<file path="config.mk">
export PLATFORM = sky130hd
export DESIGN_NAME = rv32i
export DESIGN_NICKNAME = d
export VERILOG_FILES = /design/src/design/rv32_dbg_pkg.sv /design/src/design/core_ifs.sv /design/src/design/core_dbg_fsm.sv /design/src/design/exec_unit.sv /design/src/design/reg_file.sv /design/src/design/rv32i.sv
export SDC_FILE = /design/constraint.sdc
export NUM_CORES = 2
export LEC_CHECK = 0
export BUFFER_PORTS_ARGS = -buffer_cell sky130_fd_sc_hd__buf_2
export CAP_MARGIN = 20
export CELL_PAD_IN_SITES_DETAIL_PLACEMENT = 1
export CELL_PAD_IN_SITES_GLOBAL_PLACEMENT = 1
export CORE_ASPECT_RATIO = 1.5
export CORE_MARGIN = 2
export CORE_UTILIZATION = 47
export DETAILED_ROUTE_END_ITERATION = 8
export PLACE_DENSITY_LB_ADDON = 0.1
export SLEW_MARGIN = 30
export SYNTH_ARGS = -nofsm -noshare
export SYNTH_HDL_FRONTEND = slang
export SYNTH_SLANG_ARGS = --single-unit
export TNS_END_PERCENT = 10
</file>
<file path="constraint.sdc">
create_clock -name clk -period 6.3 [get_ports clk]
set_input_delay 0.63 -clock clk [delete_from_list [all_inputs] [get_ports clk]]
set_output_delay 0.63 -clock clk [all_outputs]
set_load 0.02 [all_outputs]
</file>
<file path="src/design/rv32_dbg_pkg.sv">
`default_nettype none

package rv32_dbg_pkg;

    localparam int XLEN = 32;

    // major opcodes of the implemented subset
    typedef enum logic [6:0] {
        OPC_OP_IMM = 7'b0010011,
        OPC_LUI    = 7'b0110111,
        OPC_JAL    = 7'b1101111,
        OPC_SYSTEM = 7'b1110011
    } opcode_e;

    // run control, resuming lasts exactly one cycle
    typedef enum logic [1:0] {
        DBG_RUNNING  = 2'd0,
        DBG_HALTED   = 2'd1,
        DBG_RESUMING = 2'd2
    } dbg_state_e;

    // abstract register addresses as seen by the debugger
    localparam logic [15:0] CSR_DCSR = 16'h07b0;
    localparam logic [15:0] CSR_DPC  = 16'h07b1;

    // x0..x31 map to GPR_BASE..GPR_BASE+31
    localparam logic [15:0] GPR_BASE = 16'h1000;

    // dcsr.cause values, field sits in bits 8:6
    localparam logic [2:0] CAUSE_EBREAK  = 3'd1;
    localparam logic [2:0] CAUSE_HALTREQ = 3'd3;

    // only writable bit of dcsr in this core
    localparam int DCSR_EBREAKM_BIT = 15;

endpackage

`default_nettype wire

</file>
<file path="src/design/core_ifs.sv">
`timescale 1ns/1ps
`default_nettype none

// execution side access to the register file
interface rf_if;
    logic [4:0]                    rs1_addr;
    logic [rv32_dbg_pkg::XLEN-1:0] rs1_data;
    logic                          we;
    logic [4:0]                    waddr;
    logic [rv32_dbg_pkg::XLEN-1:0] wdata;

    modport exec (output rs1_addr, we, waddr, wdata, input rs1_data);
    modport rf   (input rs1_addr, we, waddr, wdata, output rs1_data);
endinterface

// abstract register access from the debug module
interface dbg_ar_if;
    logic                          en;
    logic                          wr;
    logic [15:0]                   ad;
    logic [rv32_dbg_pkg::XLEN-1:0] wdata;
    // each responder returns its own read data, the top level selects
    logic [rv32_dbg_pkg::XLEN-1:0] gpr_rdata;
    logic [rv32_dbg_pkg::XLEN-1:0] csr_rdata;

    modport gpr (input en, wr, ad, wdata, output gpr_rdata);
    modport csr (input en, wr, ad, wdata, output csr_rdata);
endinterface

`default_nettype wire

</file>
<file path="src/design/core_dbg_fsm.sv">
`timescale 1ns/1ps
`default_nettype none

module core_dbg_fsm (
    input  wire logic                          clk,
    input  wire logic                          rst_i,
    input  wire logic                          haltreq_i,
    input  wire logic                          resumereq_i,
    input  wire logic                          ebreak_hit_i,
    input  wire logic [rv32_dbg_pkg::XLEN-1:0] pc_i,
    dbg_ar_if.csr                              ar,
    output logic                               run_o,
    output logic                               redirect_o,
    output logic [rv32_dbg_pkg::XLEN-1:0]      redirect_pc_o,
    output logic                               core_running_o,
    output logic                               core_halted_o,
    output logic                               core_resumeack_o
);

    rv32_dbg_pkg::dbg_state_e state_q;
    rv32_dbg_pkg::dbg_state_e state_d;

    logic                          ebreakm_q;
    logic [2:0]                    cause_q;
    logic [rv32_dbg_pkg::XLEN-1:0] dpc_q;
    logic [rv32_dbg_pkg::XLEN-1:0] dcsr;
    logic                          halt_evt;
    logic                          csr_wr_dcsr;
    logic                          csr_wr_dpc;

    // haltreq wins over ebreak, both only count while running
    assign halt_evt = (state_q == rv32_dbg_pkg::DBG_RUNNING) &&
                      (haltreq_i || (ebreak_hit_i && ebreakm_q));

    assign csr_wr_dcsr = ar.en && ar.wr && (ar.ad == rv32_dbg_pkg::CSR_DCSR);
    assign csr_wr_dpc  = ar.en && ar.wr && (ar.ad == rv32_dbg_pkg::CSR_DPC);

    always_comb begin
        state_d = state_q;
        case (state_q)
            rv32_dbg_pkg::DBG_RUNNING: begin
                if (halt_evt) begin
                    state_d = rv32_dbg_pkg::DBG_HALTED;
                end
            end
            rv32_dbg_pkg::DBG_HALTED: begin
                if (resumereq_i) begin
                    state_d = rv32_dbg_pkg::DBG_RESUMING;
                end
            end
            default: state_d = rv32_dbg_pkg::DBG_RUNNING;
        endcase
    end

    always_ff @(posedge clk) begin
        if (rst_i) begin
            state_q   <= rv32_dbg_pkg::DBG_RUNNING;
            ebreakm_q <= 1'b0;
            cause_q   <= 3'd0;
            dpc_q     <= '0;
        end else begin
            state_q <= state_d;
            if (csr_wr_dcsr) begin
                ebreakm_q <= ar.wdata[rv32_dbg_pkg::DCSR_EBREAKM_BIT];
            end
            // the instruction at pc did not retire, so it is where we go back to
            if (halt_evt) begin
                dpc_q   <= pc_i;
                cause_q <= haltreq_i ? rv32_dbg_pkg::CAUSE_HALTREQ
                                     : rv32_dbg_pkg::CAUSE_EBREAK;
            end else if (csr_wr_dpc) begin
                dpc_q <= ar.wdata;
            end
        end
    end

    always_comb begin
        dcsr = '0;
        dcsr[rv32_dbg_pkg::DCSR_EBREAKM_BIT] = ebreakm_q;
        dcsr[8:6] = cause_q;
    end

    always_comb begin
        case (ar.ad)
            rv32_dbg_pkg::CSR_DCSR: ar.csr_rdata = dcsr;
            rv32_dbg_pkg::CSR_DPC:  ar.csr_rdata = dpc_q;
            default:                ar.csr_rdata = '0;
        endcase
    end

    assign run_o         = (state_q == rv32_dbg_pkg::DBG_RUNNING) && !halt_evt;
    assign redirect_o    = (state_q == rv32_dbg_pkg::DBG_RESUMING);
    assign redirect_pc_o = dpc_q;

    assign core_running_o   = (state_q == rv32_dbg_pkg::DBG_RUNNING);
    assign core_halted_o    = (state_q == rv32_dbg_pkg::DBG_HALTED);
    assign core_resumeack_o = (state_q == rv32_dbg_pkg::DBG_RESUMING);

endmodule

`default_nettype wire

</file>
<file path="src/design/exec_unit.sv">
`timescale 1ns/1ps
`default_nettype none

module exec_unit #(
    parameter logic [rv32_dbg_pkg::XLEN-1:0] RESET_PC = '0
) (
    input  wire logic                          clk,
    input  wire logic                          rst_i,
    input  wire logic [rv32_dbg_pkg::XLEN-1:0] inst_i,
    input  wire logic                          run_i,
    input  wire logic                          redirect_i,
    input  wire logic [rv32_dbg_pkg::XLEN-1:0] redirect_pc_i,
    rf_if.exec                                 rf,
    output logic [rv32_dbg_pkg::XLEN-1:0]      pc_o,
    output logic                               ebreak_hit_o
);

    rv32_dbg_pkg::opcode_e opcode;

    logic [4:0]                    rd;
    logic [2:0]                    funct3;
    logic [rv32_dbg_pkg::XLEN-1:0] imm_i;
    logic [rv32_dbg_pkg::XLEN-1:0] imm_u;
    logic [rv32_dbg_pkg::XLEN-1:0] imm_j;
    logic [rv32_dbg_pkg::XLEN-1:0] pc_q;
    logic [rv32_dbg_pkg::XLEN-1:0] pc_plus4;
    logic [rv32_dbg_pkg::XLEN-1:0] next_pc;
    logic [rv32_dbg_pkg::XLEN-1:0] wb_data;
    logic                          wb_en;

    assign opcode = rv32_dbg_pkg::opcode_e'(inst_i[6:0]);
    assign rd     = inst_i[11:7];
    assign funct3 = inst_i[14:12];

    // immediate formats
    assign imm_i = {{20{inst_i[31]}}, inst_i[31:20]};
    assign imm_u = {inst_i[31:12], 12'b0};
    assign imm_j = {{12{inst_i[31]}}, inst_i[19:12], inst_i[20], inst_i[30:21], 1'b0};

    assign pc_plus4 = pc_q + 32'd4;

    always_comb begin
        wb_en   = 1'b0;
        wb_data = '0;
        next_pc = pc_plus4;
        case (opcode)
            rv32_dbg_pkg::OPC_OP_IMM: begin
                // addi only, the other funct3 values retire as no-ops
                if (funct3 == 3'b000) begin
                    wb_en   = 1'b1;
                    wb_data = rf.rs1_data + imm_i;
                end
            end
            rv32_dbg_pkg::OPC_LUI: begin
                wb_en   = 1'b1;
                wb_data = imm_u;
            end
            rv32_dbg_pkg::OPC_JAL: begin
                wb_en   = 1'b1;
                wb_data = pc_plus4;
                next_pc = pc_q + imm_j;
            end
            default: begin
                // system and unknown encodings just advance the pc
            end
        endcase
    end

    // ebreak is funct12 = 1 with rs1, funct3 and rd all zero
    assign ebreak_hit_o = (opcode == rv32_dbg_pkg::OPC_SYSTEM) &&
                          (inst_i[31:20] == 12'h001) &&
                          (inst_i[19:7] == 13'd0);

    assign rf.rs1_addr = inst_i[19:15];
    assign rf.we       = run_i && wb_en;
    assign rf.waddr    = rd;
    assign rf.wdata    = wb_data;

    always_ff @(posedge clk) begin
        if (rst_i) begin
            pc_q <= RESET_PC;
        end else if (redirect_i) begin
            pc_q <= redirect_pc_i;
        end else if (run_i) begin
            pc_q <= next_pc;
        end
    end

    assign pc_o = pc_q;

endmodule

`default_nettype wire

</file>
<file path="src/design/reg_file.sv">
`timescale 1ns/1ps
`default_nettype none

module reg_file (
    input  wire logic clk,
    input  wire logic rst_i,
    rf_if.rf          rf,
    dbg_ar_if.gpr     ar
);

    logic [rv32_dbg_pkg::XLEN-1:0] regs [32];

    logic [15:0] gpr_off;
    logic [4:0]  gpr_idx;
    logic        gpr_hit;
    logic        dbg_we;

    // debugger view, x0..x31 sit right above GPR_BASE
    assign gpr_off = ar.ad - rv32_dbg_pkg::GPR_BASE;
    assign gpr_idx = gpr_off[4:0];
    assign gpr_hit = (ar.ad >= rv32_dbg_pkg::GPR_BASE) && (gpr_off < 16'd32);
    assign dbg_we  = ar.en && ar.wr && gpr_hit;

    always_ff @(posedge clk) begin
        if (rst_i) begin
            for (int i = 0; i < 32; i++) begin
                regs[i] <= '0;
            end
        end else begin
            // both ports never target the same register, debug writes happen while halted
            if (rf.we && (rf.waddr != 5'd0)) begin
                regs[rf.waddr] <= rf.wdata;
            end
            if (dbg_we && (gpr_idx != 5'd0)) begin
                regs[gpr_idx] <= ar.wdata;
            end
        end
    end

    assign rf.rs1_data = (rf.rs1_addr == 5'd0) ? '0 : regs[rf.rs1_addr];

    always_comb begin
        if (gpr_hit && (gpr_idx != 5'd0)) begin
            ar.gpr_rdata = regs[gpr_idx];
        end else begin
            ar.gpr_rdata = '0;
        end
    end

endmodule

`default_nettype wire

</file>
<file path="src/design/rv32i.sv">
`timescale 1ns/1ps
`default_nettype none

module rv32i #(
    parameter logic [rv32_dbg_pkg::XLEN-1:0] RESET_PC = '0
) (
    input  wire logic                          clk,
    input  wire logic                          rst_i,

    // instruction fetch
    output logic [rv32_dbg_pkg::XLEN-1:0]      current_pc_o,
    input  wire logic [rv32_dbg_pkg::XLEN-1:0] inst_i,

    // run control
    output logic                               core_running_o,
    output logic                               core_halted_o,
    output logic                               core_resumeack_o,
    input  wire logic                          dbg_haltreq_i,
    input  wire logic                          dbg_resumereq_i,

    // abstract register access
    input  wire logic                          dbg_ar_en_i,
    input  wire logic                          dbg_ar_wr_i,
    input  wire logic [15:0]                   dbg_ar_ad_i,
    input  wire logic [rv32_dbg_pkg::XLEN-1:0] dbg_ar_do_i,
    output logic [rv32_dbg_pkg::XLEN-1:0]      dbg_ar_di_o,
    output logic                               dbg_ar_done_o
);

    logic                          run;
    logic                          redirect;
    logic [rv32_dbg_pkg::XLEN-1:0] redirect_pc;
    logic                          ebreak_hit;
    logic [rv32_dbg_pkg::XLEN-1:0] pc;

    rf_if     rf_bus ();
    dbg_ar_if ar_bus ();

    assign ar_bus.en    = dbg_ar_en_i;
    assign ar_bus.wr    = dbg_ar_wr_i;
    assign ar_bus.ad    = dbg_ar_ad_i;
    assign ar_bus.wdata = dbg_ar_do_i;

    core_dbg_fsm u_core_dbg_fsm (
        .clk              (clk),
        .rst_i            (rst_i),
        .haltreq_i        (dbg_haltreq_i),
        .resumereq_i      (dbg_resumereq_i),
        .ebreak_hit_i     (ebreak_hit),
        .pc_i             (pc),
        .ar               (ar_bus),
        .run_o            (run),
        .redirect_o       (redirect),
        .redirect_pc_o    (redirect_pc),
        .core_running_o   (core_running_o),
        .core_halted_o    (core_halted_o),
        .core_resumeack_o (core_resumeack_o)
    );

    exec_unit #(
        .RESET_PC (RESET_PC)
    ) u_exec_unit (
        .clk           (clk),
        .rst_i         (rst_i),
        .inst_i        (inst_i),
        .run_i         (run),
        .redirect_i    (redirect),
        .redirect_pc_i (redirect_pc),
        .rf            (rf_bus),
        .pc_o          (pc),
        .ebreak_hit_o  (ebreak_hit)
    );

    reg_file u_reg_file (
        .clk   (clk),
        .rst_i (rst_i),
        .rf    (rf_bus),
        .ar    (ar_bus)
    );

    assign current_pc_o = pc;

    // debug csrs first, then the gpr window, anything else reads as zero
    always_comb begin
        if ((dbg_ar_ad_i == rv32_dbg_pkg::CSR_DCSR) || (dbg_ar_ad_i == rv32_dbg_pkg::CSR_DPC)) begin
            dbg_ar_di_o = ar_bus.csr_rdata;
        end else if ((dbg_ar_ad_i >= rv32_dbg_pkg::GPR_BASE) &&
                     (dbg_ar_ad_i <= rv32_dbg_pkg::GPR_BASE + 16'd31)) begin
            dbg_ar_di_o = ar_bus.gpr_rdata;
        end else begin
            dbg_ar_di_o = '0;
        end
    end

    assign dbg_ar_done_o = dbg_ar_en_i;

endmodule

`default_nettype wire

</file>
After elaboration in Yosys (flattened, before gate mapping)

Memory sizes are Yosys's and may differ from the RTL's.
Cells that the tools add are included.

Register bits: 70
Memories kept: 1
Output and inout port bits: 68
RAM bits: 1024

Add/sub/neg operators: 4
Reductions and logical operators: 30
Muxes and demuxes: 32
Magnitude comparators: 3
Equality and inequality tests: 11

Memories:

| memory          | depth | width | rd ports | clocked after Yosys merged registers in | write ports | line           | source |
|---|---|---|---|---|---|---|---|
| u_reg_file.regs | 32    | 32    | 2        | 0                                       | 32          | reg_file.sv:11 | `logic [rv32_dbg_pkg::XLEN-1:0] regs [32];` |

Operators by type and width:

| cell                                                                | number |
|---|---|
| two-way mux 32 bit                                                  | 12 |
| case mux 32 bit (3 select lines)                                    | 1 |
| adder 32 bit                                                        | 2 |
| case mux 32 bit (2 select lines)                                    | 1 |
| OR reduction 32 bit                                                 | 2 |
| adder 32 x 3 -> 32 bit, second input constant                       | 1 |
| == test 16 x 11 -> 1 bit, second input constant                     | 2 |
| greater-or-equal comparator 16 x 13 -> 1 bit, second input constant | 1 |
| <= comparator 16 x 13 -> 1 bit, second input constant               | 1 |
| < comparator 16 x 6 -> 1 bit, second input constant                 | 1 |
| subtractor 16 x 13 -> 16 bit, second input constant                 | 1 |
| logical AND 1 bit                                                   | 15 |
| == test 7 bit, second input constant                                | 2 |
| logical NOT 13 bit                                                  | 1 |
| == test 12 x 1 -> 1 bit, second input constant                      | 1 |
| two-way mux 1 bit                                                   | 11 |
| two-way mux 5 bit                                                   | 2 |
| nonzero test 5 bit                                                  | 2 |
| == test 7 x 5 -> 1 bit, second input constant                       | 1 |
| == test 7 x 6 -> 1 bit, second input constant                       | 1 |
| two-way mux 2 bit                                                   | 3 |
| logical NOT 5 bit                                                   | 1 |
| inequality test 2 x 1 -> 1 bit, second input constant               | 2 |
| case mux 2 bit (2 select lines)                                     | 1 |
| 10 further kinds                                                    | 12 |

Depth between registers and ports, before layout

Depth in word-level cells: 15
Gate-level depth with buffers: 20
Depth with buffers taken out: 15

Modules after synthesis

A second synthesis with hierarchy kept.

Cells, all modules: 6098
Area total of the unflattened synthesis: 71703.8 um2

Modules (own cells, without submodules):

| module       | area an instance (um2) | cells each | times used |
|---|---|---|---|
| reg_file     | 62660.1                | 4830       | 1 |
| exec_unit    | 6214.7                 | 883        | 1 |
| core_dbg_fsm | 2016.9                 | 259        | 1 |
| rv32i        | 812.0                  | 126        | 1 |

Least setup slack after synthesis

OpenSTA, ideal clock, no wires.

Path kind: input -> register
Start point: input inst_i[15] in the netlist's numbering
End point: memory u_reg_file.regs[23][31] in the netlist's numbering, data pin
Setup time: 266 ps
Data required time: 6034 ps
Arrival time: 5715 ps
Path buffers: 6
Stages: 20
Slack: 319 ps
Path through: buf_2 -> clkbuf_1 -> clkbuf_1 -> buf_1 -> mux4_2 -> mux4_2 -> mux2i_1 -> nor2_1 -> ha_1 -> clkbuf_1 -> a21o_1 -> a221oi_1 -> o21ai_1 -> o21a_1 -> o21ai_0 -> or3b_2 -> xnor2_1 -> a222oi_1 -> clkbuf_1 -> o21ai_0

RTL lines:

| what            | line           | source |
|---|---|---|
| start, declared | rv32i.sv:12    | `input wire logic [rv32_dbg_pkg::XLEN-1:0] inst_i,` |
| end, declared   | reg_file.sv:11 |  |

==> metrics.txt <==
status complete, no violations; crit path max-delay cell type a222oi_1; final non-filler cell total 7,525; crit path cell chain buf_8, buf_12, buf_12, mux4_2, mux4_2, mux2i_1, nor2_1, ha_1, o21ai_0, o21a_1, o21ai_1, o21ai_1, o31ai_1, buf_4, xor2_1, a222oi_1, buf_4, buf_12, o21ai_0; fmax 174.0 MHz; Global Route met2 Usage 67.14%; Worst Path Arrival 6.26 ns; met1 usage 50.94%; Filler cells between 10k and 15k; gr busiest metal met2; r2r setup slk ~0.84 ns; Leakage 25.14 nW; via count of the first global-routing pass between 50k and 60k; drt wl/cell between 40 and 50 um; reg2reg start u_reg_file.regs[23][9]$_DFFE_PP_; VDD IR max 223.5 uV; Hold Path Sink u_core_dbg_fsm.state_q[0]$_SDFFE_PP0P_; overall power 0.01781 W; syn avg cell area 11.95 um2; hold path depth 3; Hold Vio Cnt, Final 0; worst endpoint required time 6.81 ns; grt met3 use 12.44%; final worst slack 0.5525 ns; remaining antenna violation count 0; layout cell share with drive strength beyond 1 24.21%; Distinct cells, synth 76; worst-margin pin slew 1.046 ns; post-CTS setup buffer count 0; DR pass1 iterations 6; period utilization between 90% and 100%; Fin Clk Skew 0.05089 ns; worst reg2reg endpoint u_reg_file.regs[26][21]$_DFFE_PP_; crit path kind primary input to flip-flop; global placement routability congestion 0.9658; Layout Nets 5,702; Slew Limit Fails 0; wirelength, routed 310,500 um; R2R cell count 17; synthesized area 66,200 um2; Max-slew headroom 29.53%; Longest Clk Path Bufs 3; unrepaired setup endpoints after global routing no; Clk Latency, worst-skew pair 0.82 ns; max-cap violation count 0; I/O Pins 154; chip width approximately 310 um; IO Port Bufs between 150 and 200; Synth Flop Type edfxtp_1; initial antenna violation count 23; row count 168; clock-pin slew on the worst setup and hold paths 0.06 ns; Iteration-0 DRC Markers 8,393; Starting Density 47.36%; ys async rst share 0%; Synth Register Bits 1,093; Congestion Overflow GR 0; via/cell ratio 7.441; die area 143,900 um2; type of element capturing the critical path flip-flop; Post-CTS Hold Fix Bufs 0; Largest delay share family, worst path compound AO/OA/AOI/OAI gates; Post-Place Cells 7,309; Core ar. 139,800 um2; CTS tree done; DR vias 55.99k; Area Overhead vs Synth 12.31%; Num CTS Buffers 111; Tmin final around 5.7 ns; Synth Instances 5,541; CP Launch Type primary input; buffers plus inverters on the worst setup path 6; sequential area share after synthesis approximately half; pre-CTS WS -0.01950 ns; Root Driver clkbuf_16; number of flops mapped to enable cells by yosys 1,024; synth warn 0; # resized after CTS 0; power density over the cells about 240 nW/um2; DRC violations left 0; global-route wire length before repair roughly 430,000 um; largest net degree at the start of global routing 74; worst min-delay path category primary input to flip-flop; most frequent CP cell buf_12; worst-path fanout max 26; Tot GR Track Use 43.10%; CP max stage delay a little over 0.7 ns; DIE HEIGHT 463.6 um; detailed placer's ending HPWL 201,800 um; final setup vio count 0; hold path start dbg_resumereq_i; htree depth 3; CTS sink count 1,093
[cell type report]
| cell class | instances | area (um2) | area share [%] |
|---|---|---|---|
| timing repair buffer | 478 | 4108 | 5.525 |
| multi-input combinational | 3843 | 32170 | 43.27 |
| sequential | 1093 | 32130 | 43.22 |
| clock inverter | 75 | 620.6 | 0.8348 |
| antenna | 9 | 22.52 | 0.03029 |
| tap | 1870 | 2340 | 3.147 |
| clock buffer | 132 | 2856 | 3.842 |
| inverter | 25 | 93.84 | 0.1262 |
[how the worst max path moves through the flow]
stage / cells past startpoint / startpoint / to
3_5_place_dp: 19 / inst_i[15] / u_reg_file.regs[25][21]$_DFFE_PP_
5_1_grt: 19 / inst_i[15] / u_reg_file.regs[26][21]$_DFFE_PP_
4_1_cts: 19 / inst_i[15] / u_reg_file.regs[25][21]$_DFFE_PP_
2_1_floorplan: 20 / inst_i[15] / u_reg_file.regs[23][31]$_DFFE_PP_
3_3_place_gp: 19 / inst_i[15] / u_reg_file.regs[27][21]$_DFFE_PP_
6_report: 19 / inst_i[15] / u_reg_file.regs[26][21]$_DFFE_PP_
[power breakdown]
part	total (W)	internal [W]	switching, W
clock network	0.00667	0.00349	0.00318
logic	0.00276	0.00104	0.00171
registers	0.00838	0.00818	0.000200
[sequential cells by signal (all words and copies together), names as in the netlist]
register and cells:
u_exec_unit.pc_o 32, u_core_dbg_fsm.ebreakm_q 1, u_core_dbg_fsm.state_q 2, u_core_dbg_fsm.redirect_pc_o 32
u_core_dbg_fsm.cause_q 2, u_reg_file.regs 1024
[cells in the final DEF, fill, tap and decap left out, drive strengths merged, types with 32 or more instances in the layout]
master and n:
edfxtp 1024, nand2 930, o21ai 747, mux4 573, buf 478, a22o 279
nor2 265, clkbuf 132, a21oi 124, mux2i 112, o31ai 75, dfxtp 69
ha 62, a211oi 58, clkinv 58, nand3 45, o22ai 44, xnor2 41
mux2 41, a21o 32, conb 32, or2 32
[cell families after synthesis]
group                      Yosys count  synth area share (%)
xor gates and xnor gates            69                0.9129
AOI/OAI and AO/OA                 1511                 14.50
other                                1              0.005665
DFF                               1093                 48.54
adders and majority gates           64                 1.232
buffers and inverters              636                 3.754
muxes                              726                 21.89
and+or+nand+nor                   1441                 9.175
[cells in the mapped netlist, types with 18 or more instances]
library cell | n | area [um2]
xor2_1 | 28 | 245.2
buf_2 | 75 | 375.4
a22oi_1 | 18 | 135.1
a21o_1 | 32 | 240.2
nor2_1 | 258 | 968.4
o221ai_1 | 24 | 210.2
a211oi_1 | 58 | 435.4
buf_1 | 65 | 244.0
o21ai_0 | 277 | 1386
o22ai_1 | 44 | 275.3
nor3_1 | 26 | 130.1
mux2i_1 | 112 | 1121
clkbuf_1 | 470 | 1764
nand2b_1 | 22 | 137.6
inv_1 | 25 | 93.84
ha_1 | 62 | 775.7
mux4_2 | 573 | 12900
o21ai_1 | 470 | 2352
a22o_1 | 279 | 2444
mux2_2 | 41 | 461.7
a21oi_1 | 124 | 620.6
nand4_1 | 19 | 118.9
edfxtp_1 | 1024 | 30750
o31ai_1 | 75 | 563.0
dfxtp_1 | 69 | 1381
xnor2_1 | 41 | 359.1
nand3_1 | 45 | 225.2
nand2_1 | 930 | 3491
or2_1 | 28 | 175.2
[routing by layer]
layer / up-vias / share of wire, %
met3: 1279 / 12
li1: 21611 / -
met5: - / 0.068
met1: 28734 / 33
met4: 24 / 8.4
met2: 4345 / 46
[per-stage QoR]
| step | util, % | hold slack (ns) | cell area (um2) | TNS, ns |
|---|---|---|---|---|
| global route | 53.18 | 0.1356 | 74340 | 0 |
| global placement | 50.66 | 0.4592 | 70810 | 0 |
| floorplan | - | 0.4252 | 66310 | 0 |
| CTS | 53.15 | 0.1243 | 74300 | 0 |
| detailed placement | 50.67 | 0.4707 | 70820 | -0.03246 |
| finish | 53.18 | 0.1391 | 74340 | 0 |
[worst reg2reg max path, stage by stage, from the launching register on]
cell and delay [ns]:
edfxtp_1 0.45, mux4_2 0.49, mux4_2 0.54, mux2i_1 0.32, buf_4 0.19, nor2_1 0.11, ha_1 0.38, and3_1 0.15
a221oi_1 0.28, o21ai_1 0.21, o21ai_1 0.30, o31ai_1 0.16, buf_4 0.16, xor2_1 0.13, a222oi_1 0.72, buf_4 0.29
buf_12 0.16, o21ai_0 0.13
Note: power is estimated with default switching activity, not from simulation.
